### src/dma_pkg.sv
// DMA shared definitions: field widths, table geometry, register offsets, engine states
package dma_pkg;

  ////////////////////////////////////////////////////////////////////////////
  // Bus and link geometry
  ////////////////////////////////////////////////////////////////////////////

  localparam int DATA_W         = 32;   // Bus and link word
  localparam int ADDR_W         = 16;   // Bus byte address
  localparam int MEM_WINDOW_BIT = 12;   // Set: access hits local memory

  // Request table
  localparam int TABLE_ENTRIES  = 4;
  localparam int TABLE_PTR_W    = 2;

  // Request fields
  localparam int LADDR_W        = 8;    // Local word address
  localparam int MEM_WORDS      = 256;
  localparam int SIZE_W         = 8;    // Payload words, zero = header only
  localparam int RTILE_W        = 8;    // Header bits 31:24
  localparam int RADDR_W        = 24;   // Header bits 23:0

  ////////////////////////////////////////////////////////////////////////////
  // Encodings
  ////////////////////////////////////////////////////////////////////////////

  // Word offset inside an entry, address bits 4:2
  typedef enum logic [2:0] {
    OFF_LADDR = 3'd0,
    OFF_SIZE  = 3'd1,
    OFF_RTILE = 3'd2,
    OFF_RADDR = 3'd3,
    OFF_CTRL  = 3'd5    // Byte offset 0x14
  } reg_off_e;

  // Transfer engine sequence
  typedef enum logic [2:0] {
    ENG_IDLE,
    ENG_HEADER,
    ENG_READ,
    ENG_SEND,
    ENG_ACK_LOW
  } eng_state_e;

endpackage

### src/dma_transfer_engine.sv
// DMA transfer engine: sends header then payload words over a four-phase req/ack link
module dma_transfer_engine (
  input  logic                        clk,
  input  logic                        rst_i,
  // Job handshake from the request table
  input  logic                        job_req_i,
  input  logic [dma_pkg::LADDR_W-1:0] job_laddr_i,
  input  logic [dma_pkg::SIZE_W-1:0]  job_size_i,
  input  logic [dma_pkg::RTILE_W-1:0] job_rtile_i,
  input  logic [dma_pkg::RADDR_W-1:0] job_raddr_i,
  output logic                        job_ack_o,
  // Local memory read, data one cycle after rd_en_o
  output logic                        rd_en_o,
  output logic [dma_pkg::LADDR_W-1:0] rd_addr_o,
  input  logic [dma_pkg::DATA_W-1:0]  rd_data_i,
  // Outbound link
  output logic                        link_req_o,
  output logic [dma_pkg::DATA_W-1:0]  link_data_o,
  input  logic                        link_ack_i
);
  import dma_pkg::*;

  eng_state_e         state_q;
  logic [SIZE_W-1:0]  cnt_q;     // Payload words still to send
  logic [LADDR_W-1:0] addr_q;    // Next local word, wraps mod 256
  logic               load_hdr;
  logic               load_word;

  // New job only once the previous ack phase is over
  assign load_hdr  = (state_q == ENG_IDLE) & job_req_i & ~job_ack_o;
  // First SEND cycle, memory data is valid now
  assign load_word = (state_q == ENG_SEND) & ~link_req_o;

  assign rd_en_o   = (state_q == ENG_READ);
  assign rd_addr_o = addr_q;

  ////////////////////////////////////////////////////////////////////////////
  // Control FSM
  ////////////////////////////////////////////////////////////////////////////

  always_ff @(posedge clk) begin
    if (rst_i) begin
      state_q    <= ENG_IDLE;
      cnt_q      <= '0;
      addr_q     <= '0;
      job_ack_o  <= 1'b0;
      link_req_o <= 1'b0;
    end else begin
      case (state_q)
        ENG_IDLE: begin
          // Drop ack once the table released its request
          if (job_ack_o && !job_req_i) begin
            job_ack_o <= 1'b0;
          end else if (load_hdr) begin
            cnt_q      <= job_size_i;
            addr_q     <= job_laddr_i;
            link_req_o <= 1'b1;
            state_q    <= ENG_HEADER;
          end
        end
        ENG_HEADER, ENG_SEND: begin
          if (load_word) begin
            link_req_o <= 1'b1;
            cnt_q      <= cnt_q - 1'b1;
            addr_q     <= addr_q + 1'b1;
          end else if (link_ack_i) begin
            // Sink took the word
            link_req_o <= 1'b0;
            state_q    <= ENG_ACK_LOW;
          end
        end
        ENG_READ: state_q <= ENG_SEND;
        ENG_ACK_LOW: begin
          // Wait for ack low before the next word, or finish the job
          if (!link_ack_i) begin
            if (cnt_q == '0) begin
              job_ack_o <= 1'b1;
              state_q   <= ENG_IDLE;
            end else begin
              state_q <= ENG_READ;
            end
          end
        end
        default: state_q <= ENG_IDLE;
      endcase
    end
  end

  // Link word register, header is rtile over raddr
  always_ff @(posedge clk) begin
    if (load_hdr) begin
      link_data_o <= {job_rtile_i, job_raddr_i};
    end else if (load_word) begin
      link_data_o <= rd_data_i;
    end
  end

  // Word held until the sink acknowledges
  a_link_stable: assert property (@(posedge clk) disable iff (rst_i)
    (link_req_o && !link_ack_i) |=> $stable(link_data_o));

endmodule

### config.mk
export PLATFORM = sky130hd
export DESIGN_NAME = dma_transfer_engine
export DESIGN_NICKNAME = d
export VERILOG_FILES = /design/src/dma_pkg.sv /design/src/dma_transfer_engine.sv
export SDC_FILE = /design/constraint.sdc
export NUM_CORES = 1
export LEC_CHECK = 0
export BUFFER_PORTS_ARGS = -buffer_cell sky130_fd_sc_hd__buf_4
export CAP_MARGIN = 20
export CORE_UTILIZATION = 50
export CTS_CLUSTER_SIZE = 40
export DETAILED_ROUTE_END_ITERATION = 8
export GPL_TIMING_DRIVEN = 0
export PLACE_DENSITY = 0.85
export RECOVER_POWER = 25
export REMOVE_ABC_BUFFERS = 1
export SYNTH_ARGS = -nofsm -noshare
export SYNTH_HDL_FRONTEND = slang
export SYNTH_SLANG_ARGS = --single-unit
### constraint.sdc
create_clock -name clk -period 3.6 [get_ports clk]
set_clock_uncertainty 0.15 [all_clocks]
set_input_delay 0.36 -clock clk [delete_from_list [all_inputs] [get_ports clk]]
set_output_delay 0.36 -clock clk [all_outputs]
set_load 0.005 [all_outputs]
-- Word level (Yosys, flattened, before mapping)
Index checks and enable logic that the tools add are counted.
- register bits after elaboration: 53
- output and inout port bits: 43
- word-level logic and storage cells: 64
- $add $sub $neg: 2
- eq/ne operators: 13
- mux-type cells: 26
- bitwise logic cells: 5
- reductions and logical operators: 12
- operators with widths (cell ; number):
    2-to-1 mux 32 bit ; 2
    2-to-1 mux 8 bit ; 6
    case mux 8 bit (2 select lines) ; 2
    2-to-1 mux 3 bit ; 5
    inequality test 2 bit (second input constant) ; 7
    case mux 3 bit (4 select lines) ; 1
    AND reduction 4 bit ; 3
    adder 8 x 1 -> 8 bit (second input constant) ; 1
    zero test 8 bit ; 1
    subtractor 8 x 1 -> 8 bit (second input constant) ; 1
    2-to-1 mux 1 bit ; 7
    == test 3 x 2 -> 1 bit (second input constant) ; 2
    nonzero test 2 bit ; 3
    AND reduction 5 bit ; 1
    case mux 1 bit (2 select lines) ; 2
    AND 1 bit ; 3
    == test 3 x 1 -> 1 bit (second input constant) ; 1
    == test 3 bit (second input constant) ; 1
    zero test 3 bit ; 1
    inequality test 3 bit (second input constant) ; 1
    2-to-1 mux 2 bit ; 1
    inequality test 2 x 1 -> 1 bit (second input constant) ; 1
    NOT 1 bit ; 2
    OR reduction 2 bit ; 1
    other kinds (2) ; 2

-- Longest topological paths before layout
- depth in word-level cells: 6
- mapped depth: 7
- mapped depth without buffers: 6

-- Worst setup path after synthesis
No wires, ideal clock.
- path kind: register to register
- start: register state_q[1]
- end: register link_data_o[0] in the netlist's numbering, enable pin
- setup time: 0.313 ns
- arrival time: 1.462 ns
- data required time: 3.137 ns
- setup slack: 1.675 ns
- stages on the path, launching flop included: 6
- path buffers: 2
- period minus slack after synthesis: 1.925 ns
- cell sequence: dfxtp_1 buf_6 or4b_4 a21o_4 clkinv_8 buf_12
- cells in the longest elaborated chain, start to end: 4
- ends and longest elaborated chain (element ; line ; source):
    start: declaration ; dma_transfer_engine.sv:23 ; eng_state_e state_q;
    start signal: assignment ; dma_transfer_engine.sv:43 ; state_q <= ENG_IDLE;
    start signal: assignment ; dma_transfer_engine.sv:58 ; state_q <= ENG_HEADER;
    start signal: assignment ; dma_transfer_engine.sv:69 ; state_q <= ENG_ACK_LOW;
    zero test 3 bit ; dma_transfer_engine.sv:30 ; assign load_hdr = (state_q == ENG_IDLE) & job_req_i & ~job_ack_o;
    AND 1 bit (2 in a row) ; dma_transfer_engine.sv:30 ;
    nonzero test 2 bit (no source line) * ; n/a ;
    end signal: assignment ; dma_transfer_engine.sv:92 ; link_data_o <= {job_rtile_i, job_raddr_i};
    end signal: assignment ; dma_transfer_engine.sv:94 ; link_data_o <= rd_data_i;
    end: declaration ; dma_transfer_engine.sv:18 ; output logic [dma_pkg::DATA_W-1:0] link_data_o,
Every way passes the cells marked *; elsewhere a longest branch is shown, timed or not.
A chain may end at the register's enable or synchronous reset.

-- Final worst setup path
- start: register state_q[0]
- end: register link_data_o[27] in the netlist's numbering, data pin
- cells in the longest elaborated chain, start to end: 4
- ends and longest elaborated chain (element ; line ; source):
    zero test 3 bit ; dma_transfer_engine.sv:30 ;
    AND 1 bit (2 in a row) ; dma_transfer_engine.sv:30 ;
    2-to-1 mux 32 bit ; dma_transfer_engine.sv:91 ; if (load_hdr) begin
No other way between the ends.

==> impl_metrics.yaml <==
status:
  outcome: "complete, no violations"
pwr:
  leakagePower_nw: 1.52
  clockPowerShare_pct: 26.2
  peakVddDrop_uv: 209
  p_sw_share_pct: 26.1
  p_seq_share_pct: 49.2
  power_density_mw_per_mm2: 411
  p_int_mw: 1.14
  switchingPower_mw: 0.402
  combinationalPowerShare_pct: 24.7
layout:
  n_antenna_cell: 0
  final_area_mm2: 0.00374
  fin_cells: 425
  layout.nets: 441
  num-fill-cells: 408
  drive_gt1_share_pct: 49.6
  syn2layout_area_growth_pct: 39.4
  final_util_pct: 72.8
setup_path:
  worstPathArrival_ps: 2020
  r2r_slack_ps: 1490
  path_cells: "nor3_1 > nand2_1 > buf_16 > mux2_2"
  critical_path_peak_fanout: 21
  worstSetupStartpointType: "register"
  critPathKind: "register to register"
  crit_slowest_cell: "dfxtp_1"
  crit_path_max_incr_delay_ps: 540
  cp.required_ps: 3510
  worstSetupEndpointType: "register"
die:
  rows: 26
  start_util_pct: 52.2
  dieArea_mm2: 0.00567
  die_x_um: 75.3
  core_area_mm2: 0.00514
  die_h_um: 75.3
  io_pins: 127
sta:
  tns_ps: 0
  slew_headroom_pct: 39.9
  fmax_ghz: 0.473
  period_share_pct: 58.7
  finalCriticalPeriod_ps: 2110
  hold_viol_final: 0
  setup-violations-final: 0
  max_slew.worst_pin.slew_ps: 902
  slew_viol_final: 0
  rsz0062_at_grt: "no"
  fin_ws_ps: 1490
clocking:
  h-tree-depth: 2
  clockBufferDepth: 2
  clockRootBuffer: "clkbuf_8"
  cts_setup_buffers: 0
  cts_buffers: 5
  cts_hold_buf: 0
  cts_tree: "yes"
  post_cts_resized: 0
  insertion_delay_ps: 300
  cts_sinks: 53
  clkTransAtPathRegs_ps: 90
synthesis:
  synthesis.area_mm2: 0.00269
  netlist_top_cells_count: "mux2_2 (35), edfxtp_1 (32), a21oi_1 (22)"
  avgSynthCellArea_um2: 11.5
  synth-seq-cells: 53
  yosysUniqueCellTypes: 43
  synth_edf_count: 32
  synthCells: 234
  ys.flop_type: "edfxtp_1"
  yosysTopAreaCell: "edfxtp_1"
  async_flop_share_pct: 0
  synth_most_common_cell: "mux2_2"
  yosysSeqAreaShare_pct: 51.4
  yosys_warnings: 0
  synthTopCellsByArea: "edfxtp_1 (36%), dfxtp_1 (16%), mux2_2 (15%)"
  yosysTopAreaCellShare_pct: 35.8
global_routing:
  antenna_found_initial: 0
  grt_pass1_wl_mm: 9.54
  grt_max_degree: 49
  first_global_vias: 2089
  grt_overflow_total: 0
  track_usage_pct: 22.4
placement:
  pre_cts_slack_ps: 1480
  dp.cells: 417
  dpl.hpwl_mm: 4.74
  postPlaceCellArea_mm2: 0.00366
  io_buffer_count: 126
  gp_congestion: 0.809
detailed_routing:
  drtIter0Drc: 126
  vias: 2223
  drc: 0
  wl_per_cell_um: 15.0
  wl_mm: 6.38
  first_pass_iters: 4
  via_per_inst: 5.23
  ant_nets: 0
flow_run:
  cap_violations: 0
min_path:
  holdCritPathClass: "primary input to register"
layout by cell type, fill, tap and decap left out, types with 4 or more instances in the layout:
cell type	count
nand2_1	18
nor3b_1	4
nor2b_1	5
mux2_2	35
dfxtp_1	21
nand4_1	4
nor3_1	6
clkbuf_4	23
clkbuf_1	9
clkbuf_8	5
a21oi_1	22
nor2_1	9
o21ai_0	10
buf_4	95
nand2b_1	6
nand3_1	5
inv_1	4
and2_1	4
edfxtp_1	32
registers in the layout, indices dropped and copies added (netlist names):
| register | count |
|---|---|
| link_req_o | 1 |
| job_ack_o | 1 |
| cnt_q | 8 |
| link_data_o | 32 |
| rd_addr_o | 8 |
| state_q | 3 |
through the flow:
| stage | hold WS, ps | total power, mW |
|---|---|---|
| finish | 200 | 1.54 |
| global route | 187 | 1.62 |
| CTS | 197 | 1.56 |
| detailed placement | 336 | 1.16 |
| global placement | 326 | 1.14 |
| floorplan | 275 | 0.962 |
worst max-delay path, delay by kind of cell, from the launching register on:
kind	cells	cell delay (ps)
buffers and inverters	1	240
flip-flops	1	540
multiplexers	1	360
AND/OR/NAND/NOR	2	580
worst paths after layout:
path / cells past startpoint / from / endpoint
max: 4 / state_q[0] / link_data_o[27]
min: 2 / job_raddr_i[21] / link_data_o[21]
max reg2reg: 4 / state_q[0] / link_data_o[27]
min reg2reg: 2 / job_ack_o / job_ack_o
layout make-up:
cell class / count / area (um2) / area share, %
clock buffers: 6 / 72.6 / 1.94
clock inverters: 2 / 38.8 / 1.04
inverters: 5 / 31.3 / 0.836
multi-input cells: 161 / 1180 / 31.5
flip-flops and latches: 53 / 1380 / 36.9
well taps: 70 / 87.6 / 2.34
repair buffers: 128 / 955 / 25.5
routing by layer:
metal  vias to the layer above  track usage [%]  part of all wire [%]
li1                       1107                -                     -
met1                      1012             27.5                    41
met2                        92             39.0                    51
met3                        12             5.76                   7.1
met4                         0             6.58                   1.5
met5                         -                0                     0
logic make-up (layout without fill, tap and decap cells):
family	count (synthesis)	in the layout	share of synthesized area (%)
buf+inv	20	141	4.71
compound gates	53	53	13.8
flops	53	53	51.4
fa+ha+maj	3	3	1.40
simple gates	70	70	14.0
mux	35	35	14.7
power groups by stage:
stage | logic (mW) | clock network (mW) | registers, mW
global placement | 0.373 | 0 | 0.767
global route | 0.418 | 0.435 | 0.766
detailed placement | 0.390 | 0 | 0.771
floorplan | 0.193 | 0 | 0.768
finish | 0.379 | 0.402 | 0.757
CTS | 0.392 | 0.409 | 0.757
(Power assumes the default switching activity.)
