<file path="config.mk">
export PLATFORM = sky130hd
export DESIGN_NAME = dma_bus_decode
export DESIGN_NICKNAME = d
export VERILOG_FILES = /design/src/dma_pkg.sv /design/src/dma_bus_decode.sv
export SDC_FILE = /design/constraint.sdc
export NUM_CORES = 1
export LEC_CHECK = 0
export ABC_AREA = 1
export BUFFER_PORTS_ARGS = -buffer_cell sky130_fd_sc_hd__buf_2
export CAP_MARGIN = 20
export CORE_AREA = 2 2 91 93
export DETAILED_ROUTE_END_ITERATION = 7
export DIE_AREA = 0 0 93 95
export PLACE_DENSITY = 0.8
export SKIP_LAST_GASP = 1
export SYNTH_ARGS = -nofsm -noshare
export SYNTH_HDL_FRONTEND = slang
export SYNTH_SLANG_ARGS = --single-unit
</file>
<file path="constraint.sdc">
create_clock -name clk -period 1.1 [get_ports clk]
set_input_delay 0.055 -clock clk [delete_from_list [all_inputs] [get_ports clk]]
set_output_delay 0.055 -clock clk [all_outputs]
set_load 0.02 [all_outputs]
</file>
<file path="src/dma_pkg.sv">
// DMA shared definitions: field widths, table geometry, register offsets, engine states
package dma_pkg;

  ////////////////////////////////////////////////////////////////////////////
  // Bus and link geometry
  ////////////////////////////////////////////////////////////////////////////

  localparam int DATA_W         = 32;   // Bus and link word
  localparam int ADDR_W         = 16;   // Bus byte address
  localparam int MEM_WINDOW_BIT = 12;   // Set: access hits local memory

  // Request table
  localparam int TABLE_ENTRIES  = 4;
  localparam int TABLE_PTR_W    = 2;

  // Request fields
  localparam int LADDR_W        = 8;    // Local word address
  localparam int MEM_WORDS      = 256;
  localparam int SIZE_W         = 8;    // Payload words, zero = header only
  localparam int RTILE_W        = 8;    // Header bits 31:24
  localparam int RADDR_W        = 24;   // Header bits 23:0

  ////////////////////////////////////////////////////////////////////////////
  // Encodings
  ////////////////////////////////////////////////////////////////////////////

  // Word offset inside an entry, address bits 4:2
  typedef enum logic [2:0] {
    OFF_LADDR = 3'd0,
    OFF_SIZE  = 3'd1,
    OFF_RTILE = 3'd2,
    OFF_RADDR = 3'd3,
    OFF_CTRL  = 3'd5    // Byte offset 0x14
  } reg_off_e;

  // Transfer engine sequence
  typedef enum logic [2:0] {
    ENG_IDLE,
    ENG_HEADER,
    ENG_READ,
    ENG_SEND,
    ENG_ACK_LOW
  } eng_state_e;

endpackage

</file>
<file path="src/dma_bus_decode.sv">
// DMA bus slave: splits accesses into table field writes, start strobes, status and memory
module dma_bus_decode (
  input  logic                          clk,
  input  logic                          rst_i,
  // Processor bus, single-cycle enable access
  input  logic                          bus_en_i,
  input  logic                          bus_we_i,
  input  logic [dma_pkg::ADDR_W-1:0]    bus_addr_i,
  input  logic [dma_pkg::DATA_W-1:0]    bus_wdata_i,
  output logic [dma_pkg::DATA_W-1:0]    bus_rdata_o,
  // Table field write, offset also selects the read word
  output logic                          fld_we_o,
  output logic [dma_pkg::TABLE_PTR_W-1:0] fld_entry_o,
  output dma_pkg::reg_off_e             fld_sel_o,
  output logic [dma_pkg::DATA_W-1:0]    fld_data_o,
  // Start strobe
  output logic                          start_en_o,
  output logic [dma_pkg::TABLE_PTR_W-1:0] start_entry_o,
  // Status and field readback
  output logic [dma_pkg::TABLE_PTR_W-1:0] stat_entry_o,
  input  logic [dma_pkg::DATA_W-1:0]    stat_word_i,
  // Local memory port
  output logic                          mem_en_o,
  output logic                          mem_we_o,
  output logic [dma_pkg::LADDR_W-1:0]   mem_addr_o,
  output logic [dma_pkg::DATA_W-1:0]    mem_wdata_o,
  input  logic [dma_pkg::DATA_W-1:0]    mem_rdata_i
);
  import dma_pkg::*;

  logic                   mem_win;
  logic                   tbl_acc;
  logic [TABLE_PTR_W-1:0] entry;
  reg_off_e               off;
  logic                   mem_sel_q;    // Last read went to memory
  logic [DATA_W-1:0]      tbl_rdata_q;

  ////////////////////////////////////////////////////////////////////////////
  // Address split
  ////////////////////////////////////////////////////////////////////////////

  assign mem_win = bus_addr_i[MEM_WINDOW_BIT];
  assign tbl_acc = bus_en_i & ~mem_win;
  // 32-byte stride per entry
  assign entry   = bus_addr_i[TABLE_PTR_W+4:5];
  assign off     = reg_off_e'(bus_addr_i[4:2]);

  // Field writes, CTRL goes to the start strobe instead
  assign fld_we_o      = tbl_acc & bus_we_i & (off != OFF_CTRL);
  assign fld_entry_o   = entry;
  assign fld_sel_o     = off;
  assign fld_data_o    = bus_wdata_i;

  // Only bit 0 of a CTRL write launches
  assign start_en_o    = tbl_acc & bus_we_i & (off == OFF_CTRL) & bus_wdata_i[0];
  assign start_entry_o = entry;
  assign stat_entry_o  = entry;

  // Memory window, word index from bits 9:2
  assign mem_en_o    = bus_en_i & mem_win;
  assign mem_we_o    = bus_we_i;
  assign mem_addr_o  = bus_addr_i[LADDR_W+1:2];
  assign mem_wdata_o = bus_wdata_i;

  ////////////////////////////////////////////////////////////////////////////
  // Read data
  ////////////////////////////////////////////////////////////////////////////

  // Table word captured at the access, memory word arrives one cycle later
  always_ff @(posedge clk) begin
    if (rst_i) begin
      mem_sel_q   <= 1'b0;
      tbl_rdata_q <= '0;
    end else begin
      mem_sel_q <= bus_en_i & ~bus_we_i & mem_win;
      if (tbl_acc & ~bus_we_i) begin
        tbl_rdata_q <= stat_word_i;
      end
    end
  end

  assign bus_rdata_o = mem_sel_q ? mem_rdata_i : tbl_rdata_q;

  // Enable must be a clean level once out of reset
  a_en_known: assert property (@(posedge clk) disable iff (rst_i) !$isunknown(bus_en_i));

endmodule

</file>
---- After elaboration in Yosys (flattened, before gate mapping) ----
Cells that the tools add are included.
W data, S select, Z words.
word-level totals
  register bits ........................... 33
  input bits .............................. 116
  output and inout bits ................... 117
  logic and storage cells ................. 16
cells by class
  eq/ne operators ......................... 2
  multiplexer cells ....................... 1
  bitwise gates (word level) .............. 11
operators with widths
  operator              number
  $mux W32              1
  $and A1 B1 Y1         9
  $eq A3 B3 Y1 const B  1
  $ne A3 B3 Y1 const B  1
  $not A1 Y1            2

---- Longest topological paths before layout ----
Gate-level depths: netlist of the first run.
  depth in word-level cells ............... 5
  mapped depth ............................ 6
  mapped depth without buffers ............ 5

---- Worst setup path before layout of the first run ----
OpenSTA, ideal clock, no wires.
  kind .................................... flip-flop to output port
  start point ............................. register mem_sel_q
  end point ............................... output bus_rdata_o[0] (netlist name)
  data arrival time ....................... 1088 ps
  data required time ...................... 1045 ps
  slack ................................... -43 ps
  stages on the path, launching flop included .. 4
  path buffers ............................ 2
  cell sequence ........................... dfxtp_1 > buf_2 > clkbuf_1 > o21ai_0
between the ends
  word-level cells in the longest chain between the ends .. 1
ends and longest elaborated chain
  element                 line                  source
  start, declared         dma_bus_decode.sv:35  logic mem_sel_q;
  start signal, assigned  dma_bus_decode.sv:75  mem_sel_q <= bus_en_i & ~bus_we_i & mem_win;
  $mux W32                dma_bus_decode.sv:82  assign bus_rdata_o = mem_sel_q ? mem_rdata_i : tbl_rdata_q;
  end, declared           dma_bus_decode.sv:10  output logic [dma_pkg::DATA_W-1:0] bus_rdata_o,
Every way passes these cells.

---- Worst setup path in the final report of the first run ----
  start point ............................. register mem_sel_q
  end point ............................... output bus_rdata_o[27] (netlist name)
The elaborated chain is that of the path after synthesis.

==> results of run 1 <==
## path summary, 6_finish.rpt
check / end / slack [ns] / startpoint / cells past startpoint
max reg2reg: tbl_rdata_q[9]$_SDFFE_PP0P_ / 0.44 / tbl_rdata_q[9]$_SDFFE_PP0P_ / 4
min reg2reg: tbl_rdata_q[27]$_SDFFE_PP0P_ / 0.52 / tbl_rdata_q[27]$_SDFFE_PP0P_ / 4
min: tbl_rdata_q[1]$_SDFFE_PP0P_ / 0.008 / stat_word_i[1] / 3
max: bus_rdata_o[27] / -0.14 / mem_sel_q$_SDFF_PP0_ / 4
## layout make-up
class | instances | share of cell area, %
clock buffers | 5 | 2.42
clock inverters | 3 | 0.615
inverters | 36 | 4.75
multi-input cells | 199 | 28.8
flip-flops and latches | 33 | 23.3
well taps | 105 | 4.62
repair buffers | 148 | 35.4
## worst max-delay path, delay by kind of cell (launching register included)
family                 cells  cell delay, ns
flip-flops                 1            0.41
buffers and inverters      2            0.33
AO/OA/AOI/OAI              1            0.09
AND/OR/NAND/NOR            1            0.07
## sequential cells by signal (all words and copies together) (netlist names)
| signal | flops |
|---|---|
| tbl_rdata_q | 32 |
| mem_sel_q | 1 |
## logic make-up after synthesis
group / synth area share [%]
AO/OA/AOI/OAI: 6.91
buffers and inverters: 36.4
AND/OR/NAND/NOR: 28.2
flip-flops: 28.5
## routing by layer
layer	vias up	GRT usage, %	routed length (um)
met2	103	22.2	3030
li1	1121	-	-
met3	38	3.59	533
met1	952	12.4	2210
met5	-	0	0
met4	0	8.21	308
## Yosys cell counts
cell type  instances  area [sq um]
buf_2              8          40.0
buf_4             82           616
buf_6              3          33.8
clkbuf_1           5          18.8
dfxtp_1           33           661
inv_1             36           135
nand2_1           97           364
nand3_1            1          5.00
nand3_4            1          17.5
nand3b_1           1          7.51
nor2_1            64           240
nor2b_1            1          6.26
nor3_1             1          5.00
nor3b_1            1          7.51
o21ai_0           32           160
## through the flow
step / cells / cell area (sq um) / setup WS (ns) / total power (uW) / util (%)
floorplan: 366 / 2320 / -0.0432 / 2060 / -
global placement: 495 / 2390 / 0.171 / 1900 / 30.2
detailed placement: 495 / 2390 / 0.133 / 1910 / 30.2
CTS: 527 / 2730 / -0.145 / 2900 / 34.5
global route: 529 / 2850 / -0.211 / 3080 / 35.9
finish: 529 / 2850 / -0.141 / 2900 / 35.9
## power groups by stage
stage / clock [uW] / sequential, uW / combinational (uW)
2_1_floorplan: 0 / 1290 / 764
3_3_place_gp: 0 / 1300 / 605
3_5_place_dp: 0 / 1300 / 614
4_1_cts: 938 / 1270 / 691
5_1_grt: 985 / 1280 / 822
6_report: 892 / 1270 / 740
## what timing repair did
| action | CTS | global route |
|---|---|---|
| endpoints found under the hold margin | 23 | 0 |
| cloned | 0 | 2 |
| setup endpoints to repair | 32 | 32 |
| resized for setup | 7 | 37 |
| buffers inserted | 0 | 0 |
| hold buffers | 24 | 0 |
==> impl_metrics.ini, run 1 <==
[run_status]
status = complete, but fails checks
failed_checks = setup timing

[floorplanning]
die_x_um = 93
start_util_pct = 29.2
die_h_um = 95
dieArea_sq_mm = 0.00884
io_pins = 233
row_count = 33
core_sq_mm = 0.00793

[critical_path]
cp_max_fo = 26
worstPathRequired_ns = 1.04
worstSetupStartpointType = register
slowest_stage = dfxtp_4
end_kind = output pin
crit_arrival_ns = 1.19
crit_chain = buf_12 -> nand2_1 -> o21ai_1 -> buf_4
path_class = reg -> out
critPathMaxStageDelay_ns = 0.41

[cells_and_area]
layout_commonest_cell = nand2_1
nFillCells = 833
seq_area_sq_um = 664
drive_gt1_share_pct = 32.1
syn_to_final_growth_pct = 22.8
most-common-layout-cells = nand2_1, buf_2, nor2_1, inv_1, dfxtp_1
multi_input_area_sq_um = 821
antenna_cells = 0
nets = 539

[synth]
ys_warn_count = 0
synth-seq-area-share_pct = 28.5
avgSynthCellArea_sq_um = 6.33
synth.distinct_cells = 15
ys_ff_latch = 33
syn_area_sq_mm = 0.00232
syn_nets = 482
synthCells = 366

[detailed_routing]
drt_iter0_drc = 76
drt_wl_total_um = 6080
detail-route-antenna-nets = 0
first_pass_iters = 4
via_per_inst = 4.19
wl_per_cell_um = 11.5
drc = 0
vias = 2214

[timing]
slew_headroom_pct = 75.7
finalSetupViolCount = 32
setup_slack_ns = -0.141
hold_violations = 0
clock_skew_ns = 0
fmax_mhz = 806
hold_slack_ns = 0.00781
finalSetupTns_ns = -3.57
period_share_pct = 113
slew_violations = 0
tightest_slew_ns = 0.364
period_needed_ns = 1.24
rsz0062_at_grt = true

[cts]
numCtsBuffers = 5
clk_pin_slew_ns = 0.07
cts_sinks = 33
cts_tree = yes
insertion_delay_ns = 0.28
htreeDepth = 2
clockRootBuffer = clkbuf_8
cts_buffer_depth = 2

[power]
p_leak_uw = 0.00156
netSwitchingFraction_pct = 29.9
power_frac_seq_pct = 43.8
power_density_mw_per_mm2 = 1020
comb_power_share_pct = 25.5
internal_power_uw = 2040
irDropWorstVdd_v = 0.000556
p_clk_share_pct = 30.7
switching_power_uw = 867

[place]
gp_congestion = 0.776
port_buffers = 116
place_hpwl_um = 3970

[global_routing]
grt_start_max_net_pins = 39
grt_overflow = 0
antenna_found_initial = 0
grt_use_total_pct = 12.3
grt_pass1_vias = 1971
grt_pass1_wl_um = 8710

[min_path]
min_path_type = in -> reg

[run]
maxCapViolCount = 0
Power figures use the tool's default switching activity.
==> run 2: changes to the inputs <==
--- a/config.mk
+++ b/config.mk
@@ -6,12 +6,12 @@
 export NUM_CORES = 1
 export LEC_CHECK = 0
 export ABC_AREA = 1
-export BUFFER_PORTS_ARGS = -buffer_cell sky130_fd_sc_hd__buf_2
 export CAP_MARGIN = 20
-export CORE_AREA = 2 2 91 93
+export CORE_AREA = 2 2 90 92
 export DETAILED_ROUTE_END_ITERATION = 7
-export DIE_AREA = 0 0 93 95
-export PLACE_DENSITY = 0.8
+export DIE_AREA = 0 0 92 94
+export DONT_BUFFER_PORTS = 1
+export PLACE_DENSITY = 0.55
 export SKIP_LAST_GASP = 1
 export SYNTH_ARGS = -nofsm -noshare
 export SYNTH_HDL_FRONTEND = slang
==> run 2 against run 1 <==
The run still ends with setup timing left; non-clock buffer count decreased by 74; cell count decreased by 15%; via count decreased by 15%; clock-buffer cell count increased by 2; combinational power decreased by 18%; clock power increased by 3.3%; flip-flop and latch count unchanged; largest cell class is now multi-input combinational cells.
==> impl_metrics.ini, run 2 (same netlist as run 1, synthesis figures left out) <==
[critical_path]
path_class = reg -> out
crit_arrival_ns = 1.18
rr_startpoint = tbl_rdata_q[10]$_SDFFE_PP0P_
cp_max_fo = 16
worstSetupStartpointType = register
worstPathRequired_ns = 1.04
end_kind = output pin
r2r_cells = 4
r2r-end = tbl_rdata_q[10]$_SDFFE_PP0P_
reg2reg_slack_ns = 0.46

[cells_and_area]
instances_no_fill = 451
top_register = tbl_rdata_q
largestRegisters = tbl_rdata_q (32), mem_sel_q (1)
antenna_cells = 0
syn_to_final_growth_pct = 10.4
layout_commonest_cell = nand2_1
drive_gt1_share_pct = 15.2
nets = 465
largest_reg_flops = 32
most-common-layout-cells = nand2_1, nor2_1, inv_1, dlygate4sd3_1, buf_4

[floorplanning]
core_sq_mm = 0.00761
dieArea_sq_mm = 0.00865
row_count = 32
die_x_um = 92
die_h_um = 94
start_util_pct = 30.5
io_pins = 233

[cts]
insertion_delay_ns = 0.27
htreeDepth = 2
cts_setup_buffers = 0
cts_buffer_depth = 2
cts_tree = yes
clk_pin_slew_ns = 0.06
clockRootBuffer = clkbuf_8
cts_sinks = 33
numCtsBuffers = 5

[timing]
finalSetupViolCount = 32
slew_violations = 0
hold_violations = 0
fmax_mhz = 809
clock_skew_ns = 0
rsz0062_at_grt = true
tightest_slew_ns = 0.397
period_needed_ns = 1.24
period_share_pct = 112
slew_headroom_pct = 73.5
hold_slack_ns = 0.101
setup_slack_ns = -0.137

[place]
gp_congestion = 0.670
placed_cells = 409
place_hpwl_um = 3670
port_buffers = 0

[min_path]
holdPathEnd = tbl_rdata_q[16]$_SDFFE_PP0P_
worstHoldStart = bus_en_i
min_path_type = in -> reg
whs_path_depth = 3

[global_routing]
grtUsageMet3_pct = 4.82
grt_util_met1_pct = 11.8
grt_use_total_pct = 11.9
grt_use_met2_pct = 21.0
grt.busiest_layer = met2
grt_start_max_net_pins = 33
grt_pass1_vias = 1790
grt_pass1_wl_um = 8110
antenna_found_initial = 0
grt_overflow = 0

[detailed_routing]
vias = 1872
drt_wl_total_um = 5400
first_pass_iters = 4
wl_per_cell_um = 12.0
drc = 0
detail-route-antenna-nets = 0
drt_iter0_drc = 36
via_per_inst = 4.15

[power]
p_leak_uw = 0.00128
irDropWorstVdd_v = 0.000434
power_density_mw_per_mm2 = 1090

[run]
maxCapViolCount = 0

[run_status]
failed_checks = setup timing
status = complete, but fails checks
-- run 2: cell types whose count changed in the layout (fill, tap and decap cells not counted), sizes merged --
cell	before	now
clkinv	2	0
clkbuf	7	8
clkinvlp	1	0
dlygate4sd3	24	34
buf	122	39
-- run 2: report_power, final --
group | internal [uW] | switching (uW) | total [uW]
combinational | 280 | 329 | 609
clock | 497 | 424 | 921
sequential | 1250 | 16.2 | 1270
total | 2030 | 770 | 2800
-- run 2: worst max-delay path, stage by stage, from the launching register on --
cell     delay, ns
dfxtp_4       0.40
buf_12        0.15
nand2_1       0.08
o21ai_1       0.10
buf_4         0.17
-- run 2: cell type report --
type                       count  area, sq um
inverter                      36          135
clock buffer                   7         86.3
multi-input combinational    199          833
tap                          102          128
timing repair buffer          74          712
fill                         829         5050
sequential                    33          664
-- run 2: how the worst max path moves through the flow --
| stage | endpoint | slack (ns) | cells past startpoint | start |
|---|---|---|---|---|
| floorplan | bus_rdata_o[0] | -0.04 | 3 | mem_sel_q$_SDFF_PP0_ |
| global placement | bus_rdata_o[26] | 0.21 | 4 | mem_sel_q$_SDFF_PP0_ |
| detailed placement | bus_rdata_o[9] | 0.19 | 4 | mem_sel_q$_SDFF_PP0_ |
| CTS | bus_rdata_o[9] | -0.12 | 4 | mem_sel_q$_SDFF_PP0_ |
| global route | bus_rdata_o[23] | -0.21 | 4 | mem_sel_q$_SDFF_PP0_ |
| finish | bus_rdata_o[0] | -0.14 | 4 | mem_sel_q$_SDFF_PP0_ |
-- run 2: stage by stage --
stage | worst slack [ns] | cell area (sq um) | utilization [%] | TNS (ns) | total power [uW]
4_1_cts | -0.123 | 2510 | 33.0 | -3.32 | 2830
2_1_floorplan | -0.0432 | 2320 | - | -0.864 | 2060
3_5_place_dp | 0.186 | 2080 | 27.4 | 0 | 1790
5_1_grt | -0.211 | 2560 | 33.6 | -5.26 | 2980
6_report | -0.137 | 2560 | 33.6 | -3.02 | 2800
3_3_place_gp | 0.210 | 2080 | 27.4 | 0 | 1790
-- run 2: routing by layer --
metal | up-vias | routed length (um) | part of all wire [%]
met1 | 795 | 1970 | 36
li1 | 967 | - | -
met4 | 0 | 230 | 4.3
met2 | 84 | 2660 | 49
met5 | - | 0 | 0
met3 | 26 | 542 | 10
-- run 2: what timing repair did --
action / 4_1_cts / 5_1_grt
setup endpoints to repair: 32 / 33
endpoints found under the hold margin: 33 / 0
hold buffers: 34 / 0
resized for setup: 0 / 23
gates cloned: 0 / 1
==> run 3: changes to the inputs <==
--- a/config.mk
+++ b/config.mk
@@ -13,6 +13,7 @@
 export DONT_BUFFER_PORTS = 1
 export PLACE_DENSITY = 0.55
 export SKIP_LAST_GASP = 1
+export SLEW_MARGIN = 10
 export SYNTH_ARGS = -nofsm -noshare
 export SYNTH_HDL_FRONTEND = slang
 export SYNTH_SLANG_ARGS = --single-unit
==> constraint.sdc (replaced) <==
create_clock -name clk -period 1.1 [get_ports clk]
set_input_delay 0 -clock clk [delete_from_list [all_inputs] [get_ports clk]]
set_output_delay 0 -clock clk [all_outputs]
set_load 0.02 [all_outputs]
==> run 3 against run 2 <==
The flow still finishes with violations (setup timing); design area is 0.59% higher; first-iteration DRC count is 72% higher; global-route usage is 0.81 points lower; via count is 1.5% higher; worst hold slack worse by 0.10 ns; core utilization is 0.20 points higher; register-to-register slack hardly changed; critical path type unchanged; critical endpoint is now bus_rdata_o[12]; largest cell class unchanged; largest power group unchanged; highest routed layer unchanged.
==> impl_metrics.ini, run 3 (same netlist as run 1, synthesis figures left out) <==
[place]
port_buffers = 0
dpl-instance-area_sq_mm = 0.00205
gp_congestion = 0.671
place_hpwl_um = 3610
placed_cells = 408
post-place-ws_ns = 0.0836

[critical_path]
crit_chain = clkbuf_16 -> o21ai_1 -> buf_4
worstSetupStartpointType = register
slowest_stage = dfxtp_4
reg2reg_slack_ns = 0.46
worstSetupPathDepth = 3
crit_arrival_ns = 1.18
worstPathRequired_ns = 1.10
critPathMaxStageDelay_ns = 0.39
r2r_cells = 4
r2r-end = tbl_rdata_q[28]$_SDFFE_PP0P_
critPathBufInv = 2
end_kind = output pin
crit_start = mem_sel_q$_SDFF_PP0_
cp_max_fo = 17
path_class = reg -> out
rr_startpoint = tbl_rdata_q[28]$_SDFFE_PP0P_
crit_family = flip-flops
crit_path_end = bus_rdata_o[12]

[global_routing]
grt_start_max_net_pins = 65
grt_pass1_wl_um = 7650
grt_pass1_vias = 1689
grtUsageMet3_pct = 3.85
grt_use_met2_pct = 20.3
grt_overflow = 0
grt_use_total_pct = 11.0
grt.busiest_layer = met2
grt_util_met1_pct = 11.3
antenna_found_initial = 0

[cts]
cts_sinks = 33
clk_pin_slew_ns = 0.07
htreeDepth = 2
numCtsBuffers = 5
clockRootBuffer = clkbuf_8
insertion_delay_ns = 0.28
cts_setup_buffers = 0
cts_buffer_depth = 2
cts_tree = yes

[timing]
period_share_pct = 107
tightest_slew_ns = 0.400
clock_skew_ns = 0
slew_violations = 0
finalSetupViolCount = 32
rsz0062_at_grt = true
fmax_mhz = 851
hold_violations = 0
setup_slack_ns = -0.0754
period_needed_ns = 1.18
slew_headroom_pct = 73.3
hold_slack_ns = 0.00000889

[cells_and_area]
fin_area_sq_mm = 0.00257
largestRegisters = tbl_rdata_q (32), mem_sel_q (1)
instances_no_fill = 452
largest_reg_flops = 32
most-common-layout-cells = nand2_1, nor2_1, inv_1, dlygate4sd3_1, buf_4
antenna_cells = 0
syn_to_final_growth_pct = 11.1
top_register = tbl_rdata_q
nets = 465
layout_commonest_cell = nand2_1
drive_gt1_share_pct = 15.1

[power]
p_leak_uw = 0.00130
irDropWorstVdd_v = 0.000436
switching_power_uw = 795
power_frac_seq_pct = 43.9
comb_power_share_pct = 21.0
p_clk_share_pct = 35.1
power_density_mw_per_mm2 = 1130
netSwitchingFraction_pct = 27.4
internal_power_uw = 2100

[min_path]
min_path_type = in -> out

[run_status]
status = complete, but fails checks
failed_checks = setup timing

[detailed_routing]
vias = 1900
drt_iter0_drc = 62
detail-route-antenna-nets = 0
drc = 0
drt_wl_total_um = 5440
wl_per_cell_um = 12.0
via_per_inst = 4.20
first_pass_iters = 4

[floorplanning]
io_pins = 233
die_x_um = 92
row_count = 32
start_util_pct = 30.5
core_sq_mm = 0.00761
die_h_um = 94
dieArea_sq_mm = 0.00865

[run]
maxCapViolCount = 0
-- run 3: power groups by stage --
stage	registers, uW	logic, uW	clock network [uW]
floorplan	1290	761	0
global placement	1300	476	0
detailed placement	1300	482	0
CTS	1270	585	1070
global route	1280	672	1120
finish	1270	608	1020
-- run 3: worst min path at each step --
stage | cells past startpoint | to | slack (ns) | startpoint
after floorplan | 1 | mem_sel_q$_SDFF_PP0_ | 0.08 | rst_i
after global placement | 0 | fld_data_o[13] | 0.0002 | bus_wdata_i[13]
after detailed placement | 0 | fld_data_o[13] | 0.0002 | bus_wdata_i[13]
after CTS | 0 | fld_data_o[13] | 0.0002 | bus_wdata_i[13]
after global routing | 0 | fld_data_o[26] | 0.00004 | bus_wdata_i[26]
final | 0 | mem_addr_o[7] | 0.000009 | bus_addr_i[9]
-- run 3: layout make-up --
class                           instances  area (sq um)
Sequential cell                        33           664
Fill cell                             834          5030
Tap cell                              102           128
Clock buffer                            7          96.3
Multi-Input combinational cell        199           825
Inverter                               36           135
Timing Repair Buffer                   74           721
Clock inverter                          1          5.00
-- run 3: routing by layer --
metal  vias to the layer above  wire, um
met3                        17       440
met2                       110      2770
met4                         0        91
met5                         -         0
li1                        968         -
met1                       805      2140
-- run 3: per-stage QoR --
stage	TNS [ns]	util, %	total power, uW
finish	-1.40	33.8	2900
global route	-3.84	33.8	3070
CTS	-2.17	32.9	2920
detailed placement	0	26.9	1780
global placement	0	26.9	1770
floorplan	0	-	2060
-- run 3: what timing repair did --
item | CTS | global route
gates resized for setup | 4 | 37
hold buffers | 34 | 0
setup endpoints to repair | 32 | 32
gates cloned | 0 | 2
endpoints found under the hold margin | 33 | 0
